===== config.mk =====
export PLATFORM = sky130hd
export DESIGN_NAME = sys_top
export DESIGN_NICKNAME = d
export VERILOG_FILES = /design/src/host_pkg.sv /design/src/audio_pkg.sv /design/src/host_cmd_decoder.sv /design/src/audio_mixer.sv /design/src/sample_fifo.sv /design/src/volume_stage.sv /design/src/led_driver.sv /design/src/sys_top.sv
export VERILOG_INCLUDE_DIRS = /design/src
export SDC_FILE = /design/constraint.sdc
export NUM_CORES = 1
export LEC_CHECK = 0
export BUFFER_PORTS_ARGS = -buffer_cell sky130_fd_sc_hd__buf_2
export CAP_MARGIN = 10
export CORE_ASPECT_RATIO = 1.25
export CORE_UTILIZATION = 55
export CTS_BUF_LIST = sky130_fd_sc_hd__clkbuf_4 sky130_fd_sc_hd__clkbuf_8 sky130_fd_sc_hd__clkbuf_16
export DETAILED_ROUTE_END_ITERATION = 8
export PLACE_DENSITY = 0.84
export SLEW_MARGIN = 10
export SYNTH_ARGS = -nofsm -noshare
export SYNTH_HDL_FRONTEND = slang
export SYNTH_HIERARCHICAL = 1
export SYNTH_SLANG_ARGS = --single-unit

===== constraint.sdc =====
create_clock -name clk_sys -period 10.9 [get_ports clk_sys]
set_clock_uncertainty 0.2 [all_clocks]
set_input_delay 1.635 -clock clk_sys [delete_from_list [all_inputs] [get_ports clk_sys]]
set_output_delay 1.635 -clock clk_sys [all_outputs]
set_load 0.01 [all_outputs]

===== src/sys_settings.svh =====
/*
 * Shared sizing macros for the system layer
 * Audio sample width and sample FIFO depth
 * Host word width and board LED count
 * Width of the volume attenuation shift field
 */

`ifndef SYS_SETTINGS_SVH
`define SYS_SETTINGS_SVH

// ==========================================================================
// Audio path
// ==========================================================================

// Bits per channel
`define SAMPLE_W 16

// Stereo entries held between mixer and volume stage
`define SAMPLE_FIFO_DEPTH 4

// ==========================================================================
// Host port and board
// ==========================================================================

`define HOST_W 16
`define LED_W 8

// Right shift 0 to 15
`define VOL_SHIFT_W 4

`endif


===== src/host_pkg.sv =====
/*
 * Host side types
 * Command opcodes, configuration word layout,
 * LED overtake control, volume attenuation and core LED status
 */

`include "sys_settings.svh"

package host_pkg;

	// Opcodes carried in the first word of a command
	typedef enum logic [7:0] {
		CMD_CFG = 8'h01,
		CMD_LED = 8'h25,
		CMD_VOL = 8'h26
	} host_opcode_t;

	// Core configuration word, one host word wide
	typedef struct packed {
		logic [7:0] rsvd_hi;
		logic       dvi_mode;
		logic       audio_96k;
		logic       ypbpr_en;
		logic       rsvd_4;
		logic       csync;
		logic [2:0] rsvd_lo;
	} cfg_flags_t;

	// Overtake mask in the high half, pattern in the low half
	typedef struct packed {
		logic [`LED_W-1:0] overtake;
		logic [`LED_W-1:0] state;
	} led_ctl_t;

	typedef struct packed {
		logic                    mute;
		logic [`VOL_SHIFT_W-1:0] shift;
	} vol_att_t;

	// Bit 1 of each pair forces, bit 0 is the value
	typedef struct packed {
		logic [1:0] power_ctl;
		logic [1:0] disk_ctl;
		logic       user;
	} core_led_t;

endpackage


===== src/audio_pkg.sv =====
/*
 * Audio types and helpers
 * Stereo sample, cross-mix depth and sample format
 * Right shift honouring sample signedness
 */

`include "sys_settings.svh"

package audio_pkg;

	typedef struct packed {
		logic [`SAMPLE_W-1:0] left;
		logic [`SAMPLE_W-1:0] right;
	} stereo_sample_t;

	// Share of the opposite channel mixed in
	typedef enum logic [1:0] {
		MIX_NONE    = 2'd0,
		MIX_EIGHTH  = 2'd1,
		MIX_QUARTER = 2'd2,
		MIX_HALF    = 2'd3
	} mix_depth_t;

	typedef struct packed {
		logic       is_signed;
		mix_depth_t depth;
	} audio_fmt_t;

	// Arithmetic shift for signed audio, logical for unsigned
	function automatic logic [`SAMPLE_W-1:0] sample_shr(
		input logic [`SAMPLE_W-1:0]    value,
		input logic [`VOL_SHIFT_W-1:0] amount,
		input logic                    is_signed
	);
		logic [`SAMPLE_W-1:0] res;
		if (is_signed) begin
			res = $signed(value) >>> amount;
		end else begin
			res = value >> amount;
		end
		return res;
	endfunction

endpackage


===== src/host_cmd_decoder.sv =====
/*
 * Host command decoder
 * Two-stage capture of the host word port and strobe detection
 * Opcode/data sequencing and the loaded configuration, LED and volume registers
 */

`include "sys_settings.svh"

module host_cmd_decoder
	import host_pkg::*;
(
	input  logic               clk_sys,
	input  logic               resetd,
	input  logic               host_uio,
	input  logic               host_clk,
	input  logic [`HOST_W-1:0] host_din,
	output cfg_flags_t         cfg_flags,
	output led_ctl_t           led_ctl,
	output vol_att_t           vol_att
);

	typedef enum logic {
		ST_OPCODE,
		ST_DATA
	} dec_state_t;

	logic [1:0]         uio_sync;
	logic [1:0]         clk_sync;
	logic [`HOST_W-1:0] din_s1;
	logic [`HOST_W-1:0] din_s2;
	logic [`HOST_W-1:0] din_q;
	logic               clk_prev;
	logic               strobe;
	logic               uio_q;
	dec_state_t         state;
	host_opcode_t       opcode;

	// ======================================================================
	// Input capture and strobe
	// ======================================================================

	always_ff @(posedge clk_sys) begin
		if (resetd) begin
			uio_sync <= '0;
			clk_sync <= '0;
			clk_prev <= 1'b0;
			strobe   <= 1'b0;
			uio_q    <= 1'b0;
		end else begin
			uio_sync <= {uio_sync[0], host_uio};
			clk_sync <= {clk_sync[0], host_clk};
			clk_prev <= clk_sync[1];
			// One pulse per rising edge of the captured host clock
			strobe   <= clk_sync[1] & ~clk_prev;
			uio_q    <= uio_sync[1];
		end
	end

	// Word stays aligned with the strobe pulse
	always_ff @(posedge clk_sys) begin
		din_s1 <= host_din;
		din_s2 <= din_s1;
		din_q  <= din_s2;
	end

	// ======================================================================
	// Command decode
	// ======================================================================

	always_ff @(posedge clk_sys) begin
		if (resetd) begin
			state     <= ST_OPCODE;
			cfg_flags <= '0;
			led_ctl   <= '0;
			vol_att   <= '0;
		end else if (!uio_q) begin
			// Command window closed
			state <= ST_OPCODE;
		end else if (strobe) begin
			if (state == ST_OPCODE) begin
				opcode <= host_opcode_t'(din_q[7:0]);
				state  <= ST_DATA;
			end else begin
				// Every data word reloads, so the last one sticks
				case (opcode)
					CMD_CFG: cfg_flags <= cfg_flags_t'(din_q);
					CMD_LED: led_ctl   <= led_ctl_t'(din_q);
					CMD_VOL: vol_att   <= vol_att_t'(din_q[$bits(vol_att_t)-1:0]);
					default: ;
				endcase
			end
		end
	end

endmodule


===== src/audio_mixer.sv =====
/*
 * Stereo cross-mixer
 * Blends each channel with the opposite one in four depths,
 * signed or unsigned, behind a single output register
 */

`include "sys_settings.svh"

module audio_mixer
	import audio_pkg::*;
(
	input  logic           clk_sys,
	input  logic           resetd,
	input  stereo_sample_t in_sample,
	input  logic           in_valid,
	input  audio_fmt_t     audio_fmt,
	output logic           in_ready,
	output stereo_sample_t mix_sample,
	output logic           mix_valid,
	input  logic           mix_ready
);

	stereo_sample_t mix_next;
	logic           accept;

	// Own channel with a share of the other, wraps at the sample width
	function automatic logic [`SAMPLE_W-1:0] blend(
		input logic [`SAMPLE_W-1:0] own,
		input logic [`SAMPLE_W-1:0] other,
		input audio_fmt_t           fmt
	);
		logic [`SAMPLE_W-1:0] res;
		case (fmt.depth)
			MIX_NONE: res = own;
			MIX_EIGHTH: res = own - sample_shr(own, `VOL_SHIFT_W'(3), fmt.is_signed)
				+ sample_shr(other, `VOL_SHIFT_W'(3), fmt.is_signed);
			MIX_QUARTER: res = own - sample_shr(own, `VOL_SHIFT_W'(2), fmt.is_signed)
				+ sample_shr(other, `VOL_SHIFT_W'(2), fmt.is_signed);
			MIX_HALF: res = sample_shr(own, `VOL_SHIFT_W'(1), fmt.is_signed)
				+ sample_shr(other, `VOL_SHIFT_W'(1), fmt.is_signed);
			default: res = own;
		endcase
		return res;
	endfunction

	always_comb begin
		mix_next.left  = blend(in_sample.left, in_sample.right, audio_fmt);
		mix_next.right = blend(in_sample.right, in_sample.left, audio_fmt);
	end

	// Take a sample when the register is empty or being drained
	assign in_ready = !mix_valid || mix_ready;
	assign accept   = in_valid && in_ready;

	always_ff @(posedge clk_sys) begin
		if (resetd) begin
			mix_valid <= 1'b0;
		end else if (accept) begin
			mix_valid <= 1'b1;
		end else if (mix_ready) begin
			mix_valid <= 1'b0;
		end
	end

	always_ff @(posedge clk_sys) begin
		if (accept) begin
			mix_sample <= mix_next;
		end
	end

endmodule


===== src/sample_fifo.sv =====
/*
 * Stereo sample FIFO
 * Circular buffer with read/write pointers and occupancy count,
 * valid/ready on both sides
 */

`include "sys_settings.svh"

module sample_fifo
	import audio_pkg::*;
(
	input  logic           clk_sys,
	input  logic           resetd,
	input  stereo_sample_t wr_sample,
	input  logic           wr_valid,
	output logic           wr_ready,
	output stereo_sample_t rd_sample,
	output logic           rd_valid,
	input  logic           rd_ready
);

	localparam int PTR_W = $clog2(`SAMPLE_FIFO_DEPTH);
	localparam int CNT_W = $clog2(`SAMPLE_FIFO_DEPTH + 1);

	stereo_sample_t mem [`SAMPLE_FIFO_DEPTH];
	logic [PTR_W-1:0] wr_ptr;
	logic [PTR_W-1:0] rd_ptr;
	logic [CNT_W-1:0] count;
	logic             do_wr;
	logic             do_rd;

	assign wr_ready  = count != CNT_W'(`SAMPLE_FIFO_DEPTH);
	assign rd_valid  = count != '0;
	assign rd_sample = mem[rd_ptr];

	assign do_wr = wr_valid && wr_ready;
	assign do_rd = rd_valid && rd_ready;

	// Pointers wrap explicitly so any depth works
	always_ff @(posedge clk_sys) begin
		if (resetd) begin
			wr_ptr <= '0;
			rd_ptr <= '0;
			count  <= '0;
		end else begin
			if (do_wr) begin
				wr_ptr <= (wr_ptr == PTR_W'(`SAMPLE_FIFO_DEPTH - 1)) ? '0 : wr_ptr + 1'b1;
			end
			if (do_rd) begin
				rd_ptr <= (rd_ptr == PTR_W'(`SAMPLE_FIFO_DEPTH - 1)) ? '0 : rd_ptr + 1'b1;
			end
			if (do_wr && !do_rd) begin
				count <= count + 1'b1;
			end else if (do_rd && !do_wr) begin
				count <= count - 1'b1;
			end
		end
	end

	always_ff @(posedge clk_sys) begin
		if (do_wr) begin
			mem[wr_ptr] <= wr_sample;
		end
	end

endmodule


===== src/volume_stage.sv =====
/*
 * Volume stage
 * Mutes or right-shifts both channels by the host attenuation,
 * latched at the moment each sample is accepted
 */

`include "sys_settings.svh"

module volume_stage
	import host_pkg::*;
	import audio_pkg::*;
(
	input  logic           clk_sys,
	input  logic           resetd,
	input  stereo_sample_t in_sample,
	input  logic           in_valid,
	input  vol_att_t       vol_att,
	input  logic           is_signed,
	output logic           in_ready,
	output stereo_sample_t out_sample,
	output logic           out_valid,
	input  logic           out_ready
);

	stereo_sample_t att_sample;
	logic           accept;

	always_comb begin
		if (vol_att.mute) begin
			att_sample = '0;
		end else begin
			att_sample.left  = sample_shr(in_sample.left, vol_att.shift, is_signed);
			att_sample.right = sample_shr(in_sample.right, vol_att.shift, is_signed);
		end
	end

	assign in_ready = !out_valid || out_ready;
	assign accept   = in_valid && in_ready;

	always_ff @(posedge clk_sys) begin
		if (resetd) begin
			out_valid <= 1'b0;
		end else if (accept) begin
			out_valid <= 1'b1;
		end else if (out_ready) begin
			out_valid <= 1'b0;
		end
	end

	// Held while the sink stalls
	always_ff @(posedge clk_sys) begin
		if (accept) begin
			out_sample <= att_sample;
		end
	end

endmodule


===== src/led_driver.sv =====
/*
 * Board LED driver
 * Registered core status pattern merged with the host overtake
 */

`include "sys_settings.svh"

module led_driver
	import host_pkg::*;
(
	input  logic              clk_sys,
	input  logic              resetd,
	input  led_ctl_t          led_ctl,
	input  core_led_t         core_led,
	output logic [`LED_W-1:0] board_led
);

	logic [`LED_W-1:0] status;

	// User on bit 0, disk on bit 2, power on bit 4
	always_ff @(posedge clk_sys) begin
		if (resetd) begin
			status <= '0;
		end else begin
			status    <= '0;
			status[0] <= core_led.user;
			status[2] <= core_led.disk_ctl[0];
			// Power lit unless the core forces it
			status[4] <= core_led.power_ctl[1] ? core_led.power_ctl[0] : 1'b1;
		end
	end

	assign board_led = (led_ctl.overtake & led_ctl.state) | (~led_ctl.overtake & status);

endmodule


===== src/sys_top.sv =====
/*
 * System layer top level
 * Host command decoder, audio chain of mixer, FIFO and volume stage,
 * and the board LED driver
 */

`include "sys_settings.svh"

module sys_top
	import host_pkg::*;
	import audio_pkg::*;
(
	input  logic               clk_sys,
	input  logic               resetd,
	input  logic               host_uio,
	input  logic               host_clk,
	input  logic [`HOST_W-1:0] host_din,
	input  stereo_sample_t     core_sample,
	input  logic               core_valid,
	output logic               core_ready,
	input  audio_fmt_t         audio_fmt,
	input  core_led_t          core_led,
	output stereo_sample_t     out_sample,
	output logic               out_valid,
	input  logic               out_ready,
	output logic [`LED_W-1:0]  board_led,
	output cfg_flags_t         cfg_flags
);

	led_ctl_t       led_ctl;
	vol_att_t       vol_att;
	stereo_sample_t mix_sample;
	logic           mix_valid;
	logic           mix_ready;
	stereo_sample_t fifo_sample;
	logic           fifo_valid;
	logic           fifo_ready;

	// ======================================================================
	// Host side
	// ======================================================================

	host_cmd_decoder i_host_cmd_decoder (
		.clk_sys   (clk_sys),
		.resetd    (resetd),
		.host_uio  (host_uio),
		.host_clk  (host_clk),
		.host_din  (host_din),
		.cfg_flags (cfg_flags),
		.led_ctl   (led_ctl),
		.vol_att   (vol_att)
	);

	led_driver i_led_driver (
		.clk_sys   (clk_sys),
		.resetd    (resetd),
		.led_ctl   (led_ctl),
		.core_led  (core_led),
		.board_led (board_led)
	);

	// ======================================================================
	// Audio chain
	// ======================================================================

	audio_mixer i_audio_mixer (
		.clk_sys    (clk_sys),
		.resetd     (resetd),
		.in_sample  (core_sample),
		.in_valid   (core_valid),
		.audio_fmt  (audio_fmt),
		.in_ready   (core_ready),
		.mix_sample (mix_sample),
		.mix_valid  (mix_valid),
		.mix_ready  (mix_ready)
	);

	sample_fifo i_sample_fifo (
		.clk_sys   (clk_sys),
		.resetd    (resetd),
		.wr_sample (mix_sample),
		.wr_valid  (mix_valid),
		.wr_ready  (mix_ready),
		.rd_sample (fifo_sample),
		.rd_valid  (fifo_valid),
		.rd_ready  (fifo_ready)
	);

	volume_stage i_volume_stage (
		.clk_sys    (clk_sys),
		.resetd     (resetd),
		.in_sample  (fifo_sample),
		.in_valid   (fifo_valid),
		.vol_att    (vol_att),
		.is_signed  (audio_fmt.is_signed),
		.in_ready   (fifo_ready),
		.out_sample (out_sample),
		.out_valid  (out_valid),
		.out_ready  (out_ready)
	);

endmodule


* Word level (Yosys, flattened, before mapping)
Memories as Yosys holds them, arrays and structs flattened. A register that Yosys moved wholly into a read port is not among the register bits.
Index checks and enable logic that the tools add are counted.
** Cells by class
- Muxes and demuxes :: 29
- Add/subtract/negate cells :: 13
- Bitwise gates (word level) :: 9
- Equal/unequal tests :: 9
- Shift-type cells :: 4
- Reductions and logical operators :: 21
** Operators with widths (number)
- 16-bit 2-to-1 mux :: 14
- 16-bit one-hot mux with 4 select lines :: 2
- 16-bit adder :: 5
- 16-bit subtractor :: 4
- 16-bit by 4-bit right shift with 16-bit output :: 2
- 16-bit by 4-bit >>> shifter with 16-bit output :: 2
- 8-bit bitwise AND :: 2
- 8-bit by 6-bit equality test with 1-bit output, second input constant :: 2
- 4-bit AND reduction :: 4
- 2-bit equality test, second input constant :: 4
- 8-bit by 1-bit equality test with 1-bit output, second input constant :: 1
- 2-bit 2-to-1 mux :: 4
- 8-bit NOT :: 1
- 8-bit OR :: 1
- 1-bit 2-to-1 mux :: 7
- 3-bit 2-to-1 mux :: 2
- 2-bit nonzero test :: 3
- 1-bit logical AND :: 5
- 2-bit by 1-bit adder with 2-bit output, second input constant :: 2
- 1-bit logical NOT :: 4
- 1-bit NOT :: 4
- 3-bit by 1-bit adder with 3-bit output, second input constant :: 1
- 3-bit inequality test, second input constant :: 1
- 3-bit nonzero test :: 1
- 6 further kinds :: 7
** Word-level totals
- Memories :: 1
- Bits in registers :: 182
- Word-level logic and storage cells :: 118
- Memory bits (writable) :: 128
** Memory list
- i_sample_fifo.mem :: depth 4, width 32, read ports 1, clocked after Yosys merged registers in 1, wr ports 1, RTL line sample_fifo.sv:25 : stereo_sample_t mem [`SAMPLE_FIFO_DEPTH];

* Logic depth before layout (Yosys ltp)
Gate-level depths: netlist (run 1).
- Word-level depth :: 6
- Gate-level depth with buffers :: 15
- Gate-level depth less buffers :: 15

* By module
The synthesis (run 1) kept the hierarchy.
** By module, submodules not included
- audio_mixer :: times used 1, cells each 809, seq. area each 980.9 um^2, area each 6929.1 um^2
- sample_fifo :: times used 1, cells each 215, seq. area each 4023.9 um^2, area each 5084.9 um^2
- host_cmd_decoder :: times used 1, cells each 219, seq. area each 2102.0 um^2, area each 3015.4 um^2
- volume_stage :: times used 1, cells each 248, seq. area each 980.9 um^2, area each 2696.3 um^2
- led_driver :: times used 1, cells each 15, seq. area each 60.1 um^2, area each 157.7 um^2

* Least setup slack after synthesis (run 1)
No wires, ideal clock.
- Path type :: input port to flip-flop
- Start point :: input core_sample[1] (netlist bit)
- End point :: register, netlist name i_audio_mixer/mix_sample[15]
- Stages on the path :: 13
- Setup time :: 266 ps
- Data arrival time :: 4189 ps
- Buffers on the path :: 0
- Slack :: 6245 ps
- Cell sequence :: inv_1 fa_1 inv_1 ha_1 a211oi_2 o21ai_1 a41o_1 o41a_1 and3_1 a311oi_1 xor2_1 nand2_1 nand4_1
** RTL lines
- from (decl) :: RTL line sys_top.sv:18 : input stereo_sample_t core_sample,

==> results_dict.tcl, run 1 <==
set metrics [dict create \
    outcome "finished clean" \
    synth_compound_area_frac 0.103 \
    holdPathStages 0 \
    worstReg2RegEnd "i_volume_stage/out_sample[18]" \
    vdd_drop_max_uv 179 \
    finalPower_mw 3.62 \
    yosysSeqAreaShare 0.456 \
    power.density_nw_per_um2 185 \
    synthMostInstantiatedCell "edfxtp_1" \
    max_freq_ghz 0.203 \
    busiest_layer "met2" \
    cts_resized 0 \
    grt_start_max_net_pins 76 \
    ant_nets 0 \
    fillers 2428 \
    cp_data_arrival_time_ps 4990 \
    async_flop_share 0 \
    pin_count 120 \
    max-cap-violations 0 \
    routed_wl_mm 37.6 \
    rr_worst_depth 6 \
    ys_warn_count 6 \
    worstSkewPairLatency_ps 540 \
    cp_slowest_cell "fa_1" \
    slew_violations 0 \
    start_kind "input port" \
    hold_start "i_host_cmd_decoder/din_s1[9]" \
    seqCellArea_um2 8150 \
    met2_usage 0.425 \
    relSlewSlack 0.266 \
    synth_top_area_share 0.336 \
    synthSimpleGateAreaFrac 0.0970 \
    synth_xor_area_frac 0.0309 \
    antenna_found_initial 0 \
    r2r_setup_slack_ps 7730 \
    tightest_slew_ps 1100 \
    grt_use_total 0.229 \
    fin_crit_sh 0.451 \
    nets 1829 \
    start_util 0.561 \
    synthAdderAreaFrac 0.136 \
    drtIter0Drc 766 \
    drc_errors 0 \
    ys_ff_latch 307 \
    synthesis.area_um2 17900 \
    core_um2 31900 \
    postCtsHoldBufs 0 \
    finalSetupViolCount 0 \
    overflow 0 \
    end_kind "flip-flop" \
    synthToLayoutAreaGrowth_pct 9.67 \
    hold_viol 0 \
    routed_via_density 5.78 \
    min_path_type "reg2reg" \
    whs_endpoint "i_host_cmd_decoder/din_s2[9]" \
    cpMostUsedCell "inv_1" \
    worstPathRequired_ps 10970 \
    clockBufferDepth 3 \
    die_h_um 204 \
    crit_type "in2reg" \
    drtPass1Iterations 5 \
    synth_largest_area_cell "edfxtp_1" \
    grt_pass1_wl_mm 60.2 \
    syn_inst 1506 \
    tritoncts "built" \
    synth_area_per_cell_um2 11.9 \
    gr-usage-met1 0.274 \
    drive_above_1_share 0.165 \
    synth_top_family_by_area "adder cells" \
    die_x_um 163 \
    clock-root-buffer "clkbuf_16" \
    multi_input_area_um2 8760 \
    vias 11793 \
    fin_crit_ps 4920 \
    rsz0062_at_grt "no" \
    final_cell_area_um2 19600 \
    syn_nets 1726 \
    netlist_top_cells_count "200 x edfxtp_1, 176 x inv_1, 107 x dfxtp_1" \
    grt_pass1_vias 12074 \
    clkSinkCount 307 \
    routabilityCongestion 0.867 \
    muxShareOfSynthArea 0.124 \
    routedWlPerCell_um 18.4 \
    worstPathCellList "buf_2, inv_1, fa_1, inv_1, ha_1, a211oi_1, o211ai_1, a311oi_1, o21ai_1, nor2_1, xnor2_1, mux4_2" \
    row_count 73 \
    cts_buffers 25 \
    portBuffers 118 \
    floorplan.die_area_um2 33200 \
    power_leakage_nw 8.10 \
    synthFlopType "edfxtp_1" \
    finalSetupTns_ps 0 \
    postPlaceCellArea_um2 18800 \
    cts.clk_slew.worst_paths_ps 70 \
    place_hpwl_mm 27.5 \
    max_stage_delay_ps 570 \
    path_delay_family "compound AO/OA/AOI/OAI gates" \
    synth-edff-count 200 \
    critPathBufInv 3 \
    synth_area_leaders "edfxtp_1 34%, dfxtp_1 12%, mux4_2 6.9%, ha_1 6.9%, fa_1 6.7%" \
    htree_levels 1 \
    synthDistinctLibCells 89 \
    path_max_fanout 5 \
    met3_usage 0.0250 \
    num_antenna_cells 0 \
    cts_setup_buffers 0 \
]
-- worst register-to-register path: stages (launching register included) --
cell and delay [ps]:
dfxtp_2 310, buf_4 510, mux4_2 720, mux2i_1 490
mux4_2 370, nor2_1 50, a221o_1 280
-- cell families (layout without fill, tap and decap cells) --
kind of cell             Yosys count  count (layout)
XOR/XNOR                          63              63
buffers and inverters            229             351
AND/OR/NAND/NOR                  332             332
multiplexers                     144             144
flip-flops                       307             307
adder cells (fa/ha/maj)          158             158
AO/OA/AOI/OAI                    273             273
-- routing by layer --
metal / routed length (µm) / vias up / part of all wire
met5: 0 / - / 0
met3: 1850 / 65 / 0.049
met1: 15100 / 5782 / 0.40
li1: - / 5583 / -
met4: 981 / 0 / 0.026
met2: 19700 / 363 / 0.52
-- power breakdown --
group / switching, mW / leakage, nW / internal [mW]
registers: 0.0803 / 2.74 / 1.45
logic: 0.662 / 4.93 / 0.527
clock network: 0.407 / 0.432 / 0.502
total: 1.15 / 8.10 / 2.48
-- layout make-up --
class / count / area share
sequential: 307 / 0.416
tap: 412 / 0.0263
multi-input combinational: 970 / 0.447
clock buffer: 32 / 0.0367
timing repair buffer: 127 / 0.0336
inverter: 178 / 0.0341
clock inverter: 14 / 0.00689
-- metrics by stage --
| step | instances | hold slack, ps | utilization | worst slack (ps) |
|---|---|---|---|---|
| floorplan | 1506 | 110 | - | 6240 |
| global placement | 1994 | 110 | 0.588 | 5450 |
| detailed placement | 1994 | 113 | 0.588 | 5460 |
| CTS | 2040 | 128 | 0.615 | 6000 |
| global route | 2040 | 135 | 0.615 | 5690 |
| finish | 2040 | 128 | 0.615 | 5980 |
-- registers in the layout (all words and copies together) (netlist names), 2 cells and up, named ones only --
name / count
i_audio_mixer/mix_sample: 32
i_host_cmd_decoder/cfg_flags: 16
i_host_cmd_decoder/clk_sync: 2
i_host_cmd_decoder/din_q: 16
i_host_cmd_decoder/din_s1: 16
i_host_cmd_decoder/din_s2: 16
i_host_cmd_decoder/led_ctl: 16
i_host_cmd_decoder/opcode: 8
i_host_cmd_decoder/uio_sync: 2
i_host_cmd_decoder/vol_att: 5
i_led_driver/status: 3
i_sample_fifo/count: 3
i_sample_fifo/mem: 128
i_sample_fifo/rd_ptr: 2
i_sample_fifo/wr_ptr: 2
i_volume_stage/out_sample: 32
-- cells in the final DEF (no fill, tap or decap), types with 67 or more instances in the layout --
cell	instances
inv_1	176
nor2_1	78
a21oi_1	71
nand2b_1	74
nand2_1	67
mux2i_1	78
edfxtp_1	200
buf_2	118
ha_1	98
dfxtp_1	104
-- how the worst max path moves through the flow --
stage / endpoint / cells after the start / startpoint
finish: i_audio_mixer/mix_sample[27] / 12 / core_sample[4]
global route: i_audio_mixer/mix_sample[31] / 14 / core_sample[4]
CTS: i_audio_mixer/mix_sample[27] / 12 / core_sample[4]
detailed placement: i_audio_mixer/mix_sample[27] / 12 / core_sample[4]
global placement: i_audio_mixer/mix_sample[29] / 13 / core_sample[4]
floorplan: i_audio_mixer/mix_sample[15] / 13 / core_sample[1]
No activity file was read; power rests on OpenSTA's default activity.
==> run 2, diff against run 1 <==
- ABC_AREA: unset -> 1
- PLACE_DENSITY: 0.84 -> 0.86
- clock period: 10.9 -> 3.95 ns (I/O delays scaled with it)
==> run 2 against run 1 <==
Final area rose by 8.6%. Critical path depth rose by 2. Global-route usage up 3.4 points.
==> results_dict.tcl, run 2 <==
set metrics [dict create \
    outcome "finished clean" \
    worstSkewPairLatency_ps 550 \
    vdd_drop_max_uv 356 \
    start_util 0.561 \
    synth_largest_area_cell "edfxtp_1" \
    wl_met1_mm 18.3 \
    finalNonFillerCells 3051 \
    fin_crit_sh 0.754 \
    clock-root-buffer "clkbuf_16" \
    max_freq_ghz 0.336 \
    layout_setup_ws_ps 971 \
    routedWlPerCell_um 15.7 \
    hold_viol 0 \
    cts_resized 0 \
    ys_ff_latch 307 \
    synth_top_area_share 0.309 \
    routed.top_layer "met4" \
    synthFlopType "edfxtp_1" \
    yosysSeqAreaShare 0.419 \
    routed_via_density 5.44 \
    min_path_type "in2reg" \
    grt_start_max_net_pins 65 \
    top_regs "i_sample_fifo/mem x128, i_audio_mixer/mix_sample x32, i_volume_stage/out_sample x32" \
    max-cap-violations 0 \
    rsz0062_at_grt "no" \
    r2r_setup_slack_ps 970 \
    drtIter0Drc 1287 \
    finalSetupTns_ps 0 \
    end_kind "flip-flop" \
    start_kind "input port" \
    relSlewSlack 0.161 \
    syn_inst 2460 \
    slew_violations 0 \
    utilization 0.616 \
    clkSinkCount 307 \
    antenna_found_initial 0 \
    htree_levels 1 \
    grt_use_total 0.263 \
    row_count 76 \
    pin_count 120 \
    synthToLayoutAreaGrowth_pct 9.65 \
    max_flop_register "i_sample_fifo/mem" \
    finalSetupViolCount 0 \
    syn_nets 2680 \
    grt_pass1_vias 16426 \
    largest_reg_flops 128 \
    power.density_nw_per_um2 496 \
    tightest_slew_ps 1260 \
    synth_area_per_cell_um2 7.90 \
    layout_commonest_cell "nand2_1" \
    synthesis.area_um2 19400 \
    layout_common_cells "636 x nand2_1, 445 x inv_1, 223 x nand3_1" \
    ys_warn_count 6 \
    dp_slack_ps 465 \
    fillers 2926 \
    portBuffers 118 \
    worstSetupStartpoint "audio_fmt[2]" \
    num_antenna_cells 0 \
    synthDistinctLibCells 53 \
    crit_type "in2reg" \
    final_cell_area_um2 21300 \
    grt_pass1_wl_mm 75.5 \
    path_max_fanout 15 \
    clockBufferDepth 3 \
    drtPass1Iterations 9 \
    drc_errors 0 \
    tritoncts "built" \
    cts.clk_slew.worst_paths_ps 70 \
    dp_cells 2990 \
    hold_start "core_led[4]" \
    async_flop_share 0 \
    synthMostInstantiatedCell "nand2_1" \
    floorplan.die_area_um2 36100 \
    worstPathRequired_ps 4000 \
    vias 16609 \
    wl_met2_mm 24.8 \
    core_um2 34600 \
    synth_area_leaders "edfxtp_1 31%, nand2_1 12%, dfxtp_1 11%, inv_1 8.6%, ha_1 6.3%" \
    overflow 0 \
    postCtsHoldBufs 16 \
    die_x_um 170 \
    wl_met3_mm 2.33 \
    power_leakage_nw 10.4 \
    cts_setup_buffers 0 \
    die_h_um 212 \
    routabilityCongestion 0.972 \
    cp_data_arrival_time_ps 3030 \
    fin_crit_ps 2980 \
    synth-edff-count 200 \
    place_hpwl_mm 35.6 \
    nets 2785 \
    postPlaceCellArea_um2 20300 \
    netlist_top_cells_count "636 x nand2_1, 445 x inv_1, 223 x nand3_1" \
    drive_above_1_share 0.0890 \
    cts_buffers 25 \
    routed_wl_mm 47.8 \
    ant_nets 0 \
]
[run 2: cell types whose count changed in the layout (fill, tap and decap cells not counted), sizes merged, moves of 26 or more]
cell	previous run	this run
nand2b	74	0
xnor2	35	3
mux2i	78	0
a21oi	72	98
nand2	67	643
nand3	16	229
inv	182	465
nand4	3	43
mux4	59	0
o21ai	58	112
nor2	79	224
[run 2: metal layers]
metal,up-vias,track usage
li1,8074,-
met1,7759,0.286
met2,614,0.501
met3,162,0.0203
met4,0,0.146
met5,-,0
[run 2: layout make-up]
class / count / area [µm²] / area share
clock buffer: 30 / 693 / 0.0325
clock inverter: 15 / 191 / 0.00898
inverter: 465 / 1760 / 0.0826
multi-input combinational: 1620 / 9090 / 0.426
sequential: 307 / 8150 / 0.382
tap: 468 / 586 / 0.0275
timing repair buffer: 146 / 841 / 0.0395
[run 2: worst paths after layout]
path | end | cells past startpoint
worst max register to register | i_volume_stage/out_sample[18] | 13
worst max-delay path | i_audio_mixer/mix_sample[30] | 14
worst min register to register | i_host_cmd_decoder/din_s2[10] | 0
worst min-delay path | i_led_driver/status[4] | 2
[run 2: cell families after synthesis]
| group | after synthesis | share of synthesized area |
|---|---|---|
| simple gates | 1188 | 0.262 |
| buf+inv | 533 | 0.115 |
| flops | 307 | 0.419 |
| compound gates | 268 | 0.0757 |
| fa+ha+maj | 158 | 0.125 |
| xor+xnor | 6 | 0.00270 |
[run 2: worst max-delay path: stages]
cell	delay, ps
buf_2	350
nand2_1	250
fa_1	550
inv_1	50
ha_1	360
nand2_1	80
inv_1	80
nand2_1	100
nor3_1	140
nand2_1	130
nand2_1	90
nand2_1	50
nand3_1	60
nand4_1	150
[run 2: through the flow]
step	total power [mW]	hold slack [ps]
after CTS	10.6	31.6
final	10.6	39.2
after global placement	7.79	111
after detailed placement	7.94	112
after global routing	11.2	32.4
after floorplan	6.92	110
[run 2: power by group]
group	internal (mW)	switching, mW	total (mW)
Combinational	1.25	2.53	3.78
Clock	1.52	1.09	2.61
Sequential	3.99	0.195	4.18
Total	6.76	3.82	10.6
